File: src/source/intr_pkg.sv
package intr_pkg;

   // Bus widths
   localparam int data_width     = 32;
   localparam int apb_addr_width = 8;

   // Line counts toward host and user
   localparam int c2h_intr_width = 64;    // Two words
   localparam int h2c_intr_width = 128;   // Four words
   localparam int gpio_width     = 256;   // Eight words each way
   localparam int pulse_width    = 64;

   // Byte offset of the first word in each register group
   localparam logic [apb_addr_width-1:0] addr_h2c_intr      = 8'h00;
   localparam logic [apb_addr_width-1:0] addr_h2c_gpio      = 8'h10;
   localparam logic [apb_addr_width-1:0] addr_h2c_pulse     = 8'h30;
   localparam logic [apb_addr_width-1:0] addr_c2h_status    = 8'h38;   // Read only
   localparam logic [apb_addr_width-1:0] addr_toggle_status = 8'h40;   // Read only
   localparam logic [apb_addr_width-1:0] addr_toggle_enable = 8'h48;
   localparam logic [apb_addr_width-1:0] addr_toggle_clear  = 8'h50;   // Write only
   localparam logic [apb_addr_width-1:0] addr_c2h_gpio      = 8'h58;   // Read only

   // First byte past the map
   localparam logic [apb_addr_width-1:0] addr_map_end       = 8'h78;

endpackage

File: src/source/apb_reg_file.sv
`timescale 1ns/100ps

module apb_reg_file
   import intr_pkg::*;
(
   input  logic                      axi_aclk,
   input  logic                      axi_aresetn,
   input  logic                      psel,
   input  logic                      penable,
   input  logic                      pwrite,
   input  logic [apb_addr_width-1:0] paddr,
   input  logic [data_width-1:0]     pwdata,
   output logic [data_width-1:0]     prdata,
   output logic                      pready,
   output logic                      pslverr,
   input  logic [c2h_intr_width-1:0] c2h_status,
   input  logic [c2h_intr_width-1:0] toggle_status,
   input  logic [gpio_width-1:0]     c2h_gpio_status,
   output logic [h2c_intr_width-1:0] h2c_intr_regs,
   output logic [gpio_width-1:0]     h2c_gpio_regs,
   output logic [pulse_width-1:0]    h2c_pulse_regs,
   output logic [c2h_intr_width-1:0] toggle_enable,
   output logic [c2h_intr_width-1:0] toggle_clear
);

   // Register group codes
   localparam logic [2:0] grp_intr   = 3'd0;
   localparam logic [2:0] grp_gpio   = 3'd1;
   localparam logic [2:0] grp_pulse  = 3'd2;
   localparam logic [2:0] grp_status = 3'd3;
   localparam logic [2:0] grp_toggle = 3'd4;
   localparam logic [2:0] grp_enable = 3'd5;
   localparam logic [2:0] grp_clear  = 3'd6;
   localparam logic [2:0] grp_cgpio  = 3'd7;

   logic                      access;     // APB access phase
   logic                      wr_en;
   logic                      mapped;
   logic [2:0]                grp;
   logic [apb_addr_width-1:0] base;       // First byte of the selected group
   logic [apb_addr_width-1:0] offset;
   logic [apb_addr_width-3:0] word_idx;   // Word within the group
   logic [data_width-1:0]     rd_data;

   assign access   = psel & penable;
   assign wr_en    = access & pwrite & mapped;
   assign offset   = paddr - base;
   assign word_idx = offset[apb_addr_width-1:2];

   // Group decode, groups are contiguous in address order
   always_comb
   begin
      mapped = 1'b1;
      if (paddr < addr_h2c_gpio)
      begin
         grp  = grp_intr;
         base = addr_h2c_intr;
      end
      else if (paddr < addr_h2c_pulse)
      begin
         grp  = grp_gpio;
         base = addr_h2c_gpio;
      end
      else if (paddr < addr_c2h_status)
      begin
         grp  = grp_pulse;
         base = addr_h2c_pulse;
      end
      else if (paddr < addr_toggle_status)
      begin
         grp  = grp_status;
         base = addr_c2h_status;
      end
      else if (paddr < addr_toggle_enable)
      begin
         grp  = grp_toggle;
         base = addr_toggle_status;
      end
      else if (paddr < addr_toggle_clear)
      begin
         grp  = grp_enable;
         base = addr_toggle_enable;
      end
      else if (paddr < addr_c2h_gpio)
      begin
         grp  = grp_clear;
         base = addr_toggle_clear;
      end
      else
      begin
         grp    = grp_cgpio;
         base   = addr_c2h_gpio;
         mapped = (paddr < addr_map_end);   // Tail of the space is a hole
      end
   end

   // Read-back mux
   always_comb
   begin
      case (grp)
         grp_intr:   rd_data = h2c_intr_regs[word_idx*data_width +: data_width];
         grp_gpio:   rd_data = h2c_gpio_regs[word_idx*data_width +: data_width];
         grp_pulse:  rd_data = h2c_pulse_regs[word_idx*data_width +: data_width];
         grp_status: rd_data = c2h_status[word_idx*data_width +: data_width];
         grp_toggle: rd_data = toggle_status[word_idx*data_width +: data_width];
         grp_enable: rd_data = toggle_enable[word_idx*data_width +: data_width];
         grp_cgpio:  rd_data = c2h_gpio_status[word_idx*data_width +: data_width];
         default:    rd_data = '0;          // Clear words read zero
      endcase
   end

   assign prdata  = mapped ? rd_data : '0;
   assign pready  = access;                 // No wait states
   assign pslverr = access & ~mapped;

   // Host-written registers, updated at the end of the access cycle
   always_ff @(posedge axi_aclk)
   begin
      if (!axi_aresetn)
      begin
         h2c_intr_regs  <= '0;
         h2c_gpio_regs  <= '0;
         h2c_pulse_regs <= '0;
         toggle_enable  <= '0;
      end
      else if (wr_en)
      begin
         case (grp)
            grp_intr:   h2c_intr_regs[word_idx*data_width +: data_width] <= pwdata;
            grp_gpio:   h2c_gpio_regs[word_idx*data_width +: data_width] <= pwdata;
            grp_pulse:  h2c_pulse_regs[word_idx*data_width +: data_width] <= pwdata;
            grp_enable: toggle_enable[word_idx*data_width +: data_width] <= pwdata;
            default:    ;                   // Read-only and clear words hold nothing
         endcase
      end
   end

   // Clear strobe lives only in the write access cycle
   always_comb
   begin
      toggle_clear = '0;
      if (wr_en && (grp == grp_clear))
         toggle_clear[word_idx*data_width +: data_width] = pwdata;
   end

endmodule

File: src/source/c2h_input_capture.sv
`timescale 1ns/100ps

module c2h_input_capture
   import intr_pkg::*;
(
   input  logic                      axi_aclk,
   input  logic                      axi_aresetn,
   input  logic [c2h_intr_width-1:0] c2h_intr_in,
   input  logic [gpio_width-1:0]     c2h_gpio_in,
   input  logic [c2h_intr_width-1:0] toggle_clear,
   output logic [c2h_intr_width-1:0] c2h_status,
   output logic [c2h_intr_width-1:0] toggle_status,
   output logic [gpio_width-1:0]     c2h_gpio_status
);

   logic [c2h_intr_width-1:0] intr_rise;
   logic [c2h_intr_width-1:0] intr_fall;
   logic [c2h_intr_width-1:0] intr_edge;
   logic [c2h_intr_width-1:0] toggle_next;

   // Level status is also the previous sample for edge detection
   assign intr_rise = c2h_intr_in & ~c2h_status;
   assign intr_fall = ~c2h_intr_in & c2h_status;
   assign intr_edge = intr_rise | intr_fall;

   // Sticky toggle bits
   always_comb
   begin
      for (int i = 0; i < c2h_intr_width; i++)
      begin
         if (toggle_status[i])
            toggle_next[i] = ~toggle_clear[i];   // Held until cleared
         else
            toggle_next[i] = intr_edge[i];       // Any edge sets
      end
   end

   always_ff @(posedge axi_aclk)
   begin
      if (!axi_aresetn)
      begin
         c2h_status    <= '0;
         toggle_status <= '0;
      end
      else
      begin
         c2h_status    <= c2h_intr_in;
         toggle_status <= toggle_next;
      end
   end

   // User GPIO sampled every cycle
   always_ff @(posedge axi_aclk)
   begin
      if (!axi_aresetn)
         c2h_gpio_status <= '0;
      else
         c2h_gpio_status <= c2h_gpio_in;
   end

endmodule

File: src/source/irq_controller.sv
`timescale 1ns/100ps

module irq_controller
   import intr_pkg::*;
(
   input  logic                      axi_aclk,
   input  logic                      axi_aresetn,
   input  logic [c2h_intr_width-1:0] toggle_status,
   input  logic [c2h_intr_width-1:0] toggle_enable,
   input  logic                      irq_ack,
   output logic                      irq_out
);

   // Handshake states
   localparam logic [1:0] st_idle     = 2'b00;
   localparam logic [1:0] st_assert   = 2'b01;
   localparam logic [1:0] st_acked    = 2'b10;
   localparam logic [1:0] st_deassert = 2'b11;

   logic [1:0] state;
   logic [1:0] next_state;
   logic       pending;

   // Any enabled toggle still set
   assign pending = |(toggle_status & toggle_enable);

   always_ff @(posedge axi_aclk)
   begin
      if (!axi_aresetn)
         state <= st_idle;
      else
         state <= next_state;
   end

   always_comb
   begin
      next_state = state;
      case (state)
         st_idle:
            if (pending)
               next_state = st_assert;
         st_assert:
            if (irq_ack)
               next_state = st_acked;
         st_acked:
            if (!pending)
               next_state = st_deassert;   // Host has cleared everything
         st_deassert:
            if (irq_ack)
               next_state = st_idle;
         default:
            next_state = st_idle;
      endcase
   end

   // High from request until pending is gone
   assign irq_out = (state == st_assert) || (state == st_acked);

endmodule

File: src/source/h2c_signal_gen.sv
`timescale 1ns/100ps

module h2c_signal_gen
   import intr_pkg::*;
(
   input  logic                      axi_aclk,
   input  logic                      axi_aresetn,
   input  logic [h2c_intr_width-1:0] h2c_intr_regs,
   input  logic [gpio_width-1:0]     h2c_gpio_regs,
   input  logic [pulse_width-1:0]    h2c_pulse_regs,
   output logic [h2c_intr_width-1:0] h2c_intr_out,
   output logic [gpio_width-1:0]     h2c_gpio_out,
   output logic [pulse_width-1:0]    h2c_pulse_out
);

   logic [pulse_width-1:0] pulse_prev;   // Pulse register one cycle back

   // GPIO goes straight out
   assign h2c_gpio_out = h2c_gpio_regs;

   // One cycle for each bit that just rose
   assign h2c_pulse_out = h2c_pulse_regs & ~pulse_prev;

   always_ff @(posedge axi_aclk)
   begin
      if (!axi_aresetn)
      begin
         h2c_intr_out <= '0;
         pulse_prev   <= '0;
      end
      else
      begin
         h2c_intr_out <= h2c_intr_regs;
         pulse_prev   <= h2c_pulse_regs;
      end
   end

endmodule

File: src/source/intr_handler_top.sv
`timescale 1ns/100ps

module intr_handler_top
   import intr_pkg::*;
(
   input  logic                      axi_aclk,
   input  logic                      axi_aresetn,
   // APB slave
   input  logic                      psel,
   input  logic                      penable,
   input  logic                      pwrite,
   input  logic [apb_addr_width-1:0] paddr,
   input  logic [data_width-1:0]     pwdata,
   output logic [data_width-1:0]     prdata,
   output logic                      pready,
   output logic                      pslverr,
   // Host side
   output logic                      irq_out,
   input  logic                      irq_ack,
   // User side
   input  logic [c2h_intr_width-1:0] c2h_intr_in,
   input  logic [gpio_width-1:0]     c2h_gpio_in,
   output logic [h2c_intr_width-1:0] h2c_intr_out,
   output logic [gpio_width-1:0]     h2c_gpio_out,
   output logic [pulse_width-1:0]    h2c_pulse_out
);

   logic [h2c_intr_width-1:0] h2c_intr_regs;
   logic [gpio_width-1:0]     h2c_gpio_regs;
   logic [pulse_width-1:0]    h2c_pulse_regs;
   logic [c2h_intr_width-1:0] toggle_enable;
   logic [c2h_intr_width-1:0] toggle_clear;     // Strobe in the write cycle
   logic [c2h_intr_width-1:0] c2h_status;
   logic [c2h_intr_width-1:0] toggle_status;
   logic [gpio_width-1:0]     c2h_gpio_status;

   apb_reg_file u_apb_reg_file (
      .axi_aclk        (axi_aclk),
      .axi_aresetn     (axi_aresetn),
      .psel            (psel),
      .penable         (penable),
      .pwrite          (pwrite),
      .paddr           (paddr),
      .pwdata          (pwdata),
      .prdata          (prdata),
      .pready          (pready),
      .pslverr         (pslverr),
      .c2h_status      (c2h_status),
      .toggle_status   (toggle_status),
      .c2h_gpio_status (c2h_gpio_status),
      .h2c_intr_regs   (h2c_intr_regs),
      .h2c_gpio_regs   (h2c_gpio_regs),
      .h2c_pulse_regs  (h2c_pulse_regs),
      .toggle_enable   (toggle_enable),
      .toggle_clear    (toggle_clear)
   );

   c2h_input_capture u_c2h_input_capture (
      .axi_aclk        (axi_aclk),
      .axi_aresetn     (axi_aresetn),
      .c2h_intr_in     (c2h_intr_in),
      .c2h_gpio_in     (c2h_gpio_in),
      .toggle_clear    (toggle_clear),
      .c2h_status      (c2h_status),
      .toggle_status   (toggle_status),
      .c2h_gpio_status (c2h_gpio_status)
   );

   irq_controller u_irq_controller (
      .axi_aclk      (axi_aclk),
      .axi_aresetn   (axi_aresetn),
      .toggle_status (toggle_status),
      .toggle_enable (toggle_enable),
      .irq_ack       (irq_ack),
      .irq_out       (irq_out)
   );

   h2c_signal_gen u_h2c_signal_gen (
      .axi_aclk       (axi_aclk),
      .axi_aresetn    (axi_aresetn),
      .h2c_intr_regs  (h2c_intr_regs),
      .h2c_gpio_regs  (h2c_gpio_regs),
      .h2c_pulse_regs (h2c_pulse_regs),
      .h2c_intr_out   (h2c_intr_out),
      .h2c_gpio_out   (h2c_gpio_out),
      .h2c_pulse_out  (h2c_pulse_out)
   );

endmodule

File: config.mk
export PLATFORM = sky130hd
export DESIGN_NAME = intr_handler_top
export DESIGN_NICKNAME = d
export VERILOG_FILES = /design/src/source/intr_pkg.sv /design/src/source/apb_reg_file.sv /design/src/source/c2h_input_capture.sv /design/src/source/irq_controller.sv /design/src/source/h2c_signal_gen.sv /design/src/source/intr_handler_top.sv
export SDC_FILE = /design/constraint.sdc
export NUM_CORES = 2
export LEC_CHECK = 0
export BUFFER_PORTS_ARGS = -buffer_cell sky130_fd_sc_hd__buf_2
export CORE_AREA = 2 2 326 328
export CTS_CLUSTER_DIAMETER = 30
export DETAILED_ROUTE_END_ITERATION = 8
export DIE_AREA = 0 0 328 330
export PLACE_DENSITY = 0.64
export REMOVE_ABC_BUFFERS = 1
export SLEW_MARGIN = 20
export SYNTH_ARGS = -nofsm -noshare
export SYNTH_HDL_FRONTEND = slang
export SYNTH_SLANG_ARGS = --single-unit
File: constraint.sdc
create_clock -name axi_aclk -period 8.8 [get_ports axi_aclk]
set_input_delay 1.76 -clock axi_aclk [delete_from_list [all_inputs] [get_ports axi_aclk]]
set_output_delay 1.76 -clock axi_aclk [all_outputs]
set_load 0.005 [all_outputs]
==> flow_summary.toml <==
[yosys]
ys_types = 61
synthTopCellsByArea = "dfxtp_1 (51%), and2_1 (7.1%), nand2_1 (6.3%)"
ys_seq_area_share_pct = 51.1
syn_area_per_cell_um2 = 8.90
synth-edff-count = 0
async_flop_share_pct = 0
syn_inst = 4797
synth_top_area_share_pct = 51.1
netlist_area_um2 = 42700
yosysTopAreaCell = "dfxtp_1"
synth-seq-cells = 1090
yosysWarningCount = 0
ys.flop_type = "dfxtp_1"

[sta]
hold_viol = 0
skew_ns = 0.0587
setup_violations = 0
finalMaxSlewViolations = 0
rsz0062_at_grt = "false"
worst_pin_slew_ns = 1.19
max_slew_margin_pct = 20.8
fmax_mhz = 125
finalCriticalPeriod_ns = 8.02
whs_ns = 0.438
fin_crit_sh_pct = 91.1

[layout]
layout_common_cells = "dfxtp_1 (1090), buf_2 (843), nand2_1 (717)"
drive_above_1_share_pct = 24.8
fin_nets = 5860
area_growth_pct = 30.5
instances_no_fill = 7084
mostFrequentLayoutCell = "dfxtp_1"
fillers = 9633

[placed_design]
place.gp.congestion = 0.935
port_buffers = 846
dp.cells = 6653
dp_hpwl_mm = 129

[critical_path]
critPathArrivalTime_ns = 6.26
crit_chain = "buf_2 -> nor2_1 -> and3_2 -> buf_4 -> inv_2 -> ha_1 -> nor2_1 -> a21oi_1 -> xnor2_1 -> nor3_4 -> nand3_2 -> buf_12 -> a311o_1 -> a22oi_1 -> buf_2"
critPathTopFamily = "buffers and inverters"
end_kind = "output port"
path_buf_inv = 5
ff2ff_setup_slack_ns = 5.89
crit_fanout = 32
cp.required_ns = 7.04
path_class = "input port to output port"
slowest_stage = "buf_4"
cp-start-kind = "input port"
critPathMaxStageDelay_ns = 0.51

[power]
leakage_nw = 23.3
power.internal_mw = 11.1
ir_drop_v = 0.000181
pwr-share-comb_pct = 7.2
p_sw_mw = 3.85
netSwitchingFraction_pct = 25.8
p_per_area_nw_per_um2 = 269
seqPwrFrac_pct = 34.3
clkPwrFrac_pct = 58.5

[clock_tree]
cts_tree = "done"
clock_latency_ns = 0.81
cts_sinks = 1090
cts_resized = 0
cts_hold_buf = 0
cts_buffers = 220
cts-root-buf = "clkbuf_16"
cts.reportedPaths.clkPinSlew_ns = 0.05
cts_setup_buffers = 0
clockBufferDepth = 3
htreeDepth = 4

[die]
start_util_pct = 40.8
rows = 119
io-pin-count = 849
core_um2 = 105000
dieArea_um2 = 108000
die_w_um = 328
dieHeight_um = 330

[global_route]
grt_max_degree = 198
grt_antenna_before_repair = 35
grt-ovfl-total = 0
grt_pass1_wl_mm = 272
grt_pass1_vias = 39300
grtUsageTotal_pct = 34.4

[job]
maxCapViolations = 0

[routing]
routed_wl_mm = 195
ant_nets = 0
vias_per_cell = 5.85
vias = 41500
first_pass_iters = 9
wl_per_cell_um = 27.5
drcViolationCount = 2
drtIter0Drc = 4763

[run_status]
violations = "DRC"
status = "complete, but fails checks"

[worst_hold_path]
min_path_type = "flop to flop"
-- path summary, 6_finish.rpt --
check                                              from                           endpoint  cells past startpoint
setup / recovery                               paddr[7]                          prdata[5]                     15
setup reg to reg  u_c2h_input_capture.toggle_status[14]          u_irq_controller.state[1]                      7
hold / removal         u_apb_reg_file.h2c_intr_regs[21]  u_h2c_signal_gen.h2c_intr_out[21]                      1
hold reg to reg        u_apb_reg_file.h2c_intr_regs[21]  u_h2c_signal_gen.h2c_intr_out[21]                      1
-- per-layer routing --
layer | share of wire [%] | GRT usage, % | vias up
met4 | 6.7 | 22.8 | 26
met5 | 0.083 | 0 | -
met2 | 45 | 53.0 | 2627
met3 | 11 | 9.70 | 615
met1 | 38 | 42.1 | 20000
li1 | - | - | 18200
-- cells by family after synthesis --
kind of cell | Yosys count | share of synthesized area [%]
simple gates | 1865 | 21.6
compound gates | 1117 | 17.5
flops | 1090 | 51.1
buf+inv | 509 | 4.80
mux | 133 | 3.21
xor+xnor | 73 | 1.55
fa+ha+maj | 10 | 0.311
-- cell usage after synthesis (34+ instances only) --
master,number
mux2i_1,101
clkbuf_1,412
a21oi_1,333
o21ai_0,229
dfxtp_1,1090
nand2_1,718
nand3_1,328
a221oi_1,239
nor2_1,165
inv_1,41
and2_1,486
xor2_1,65
or4_1,36
a22oi_1,94
nor2b_1,71
o2111ai_1,34
-- area by class of cell --
type	instances	area, um^2	share of cell area [%]
flip-flops and latches	1090	21800	39.2
multi-input cells	3198	19000	34.2
clock buffers	270	6020	10.8
repair buffers	932	4970	8.93
clock inverters	143	1920	3.45
well taps	1391	1740	3.12
inverters	42	165	0.296
diodes	18	45.0	0.0809
-- power by group through the flow --
stage	Sequential [mW]	Clock (mW)	Combinational (mW)
after floorplan	5.19	0	0.454
after global placement	5.22	0	1.04
after detailed placement	5.22	0	1.05
after CTS	5.12	8.78	1.05
after global routing	5.13	9.06	1.12
final	5.13	8.76	1.08
-- through the flow --
stage	TNS (ns)	power, mW	setup WS (ns)	utilization (%)	instance area, um^2
2_1_floorplan	-1478.26	5.65	-3.32	-	40800
3_3_place_gp	0	6.26	0.947	45.6	47700
5_1_grt	0	15.3	0.699	53.2	55700
6_report	0	15.0	0.781	53.2	55700
4_1_cts	0	15.0	0.928	53.2	55700
3_5_place_dp	0	6.27	0.921	45.6	47700
-- flip-flops by register name (all words and copies together) (netlist names) --
signal / flops
u_c2h_input_capture.c2h_status: 64
u_c2h_input_capture.toggle_status: 64
u_apb_reg_file.h2c_gpio_regs: 256
u_apb_reg_file.toggle_enable: 64
u_h2c_signal_gen.pulse_prev: 64
u_irq_controller.state: 2
u_h2c_signal_gen.h2c_intr_out: 128
u_apb_reg_file.h2c_intr_regs: 128
u_c2h_input_capture.c2h_gpio_status: 256
u_apb_reg_file.h2c_pulse_regs: 64
-- worst reg2reg max path: cells and delay by family (launching register included) --
| family | cells | cell delay, ns |
|---|---|---|
| and+or+nand+nor | 2 | 0.94 |
| muxes | 1 | 0.27 |
| AOI/OAI and AO/OA | 4 | 1.28 |
| DFF | 1 | 0.35 |
Power figures use the tool's default switching activity.
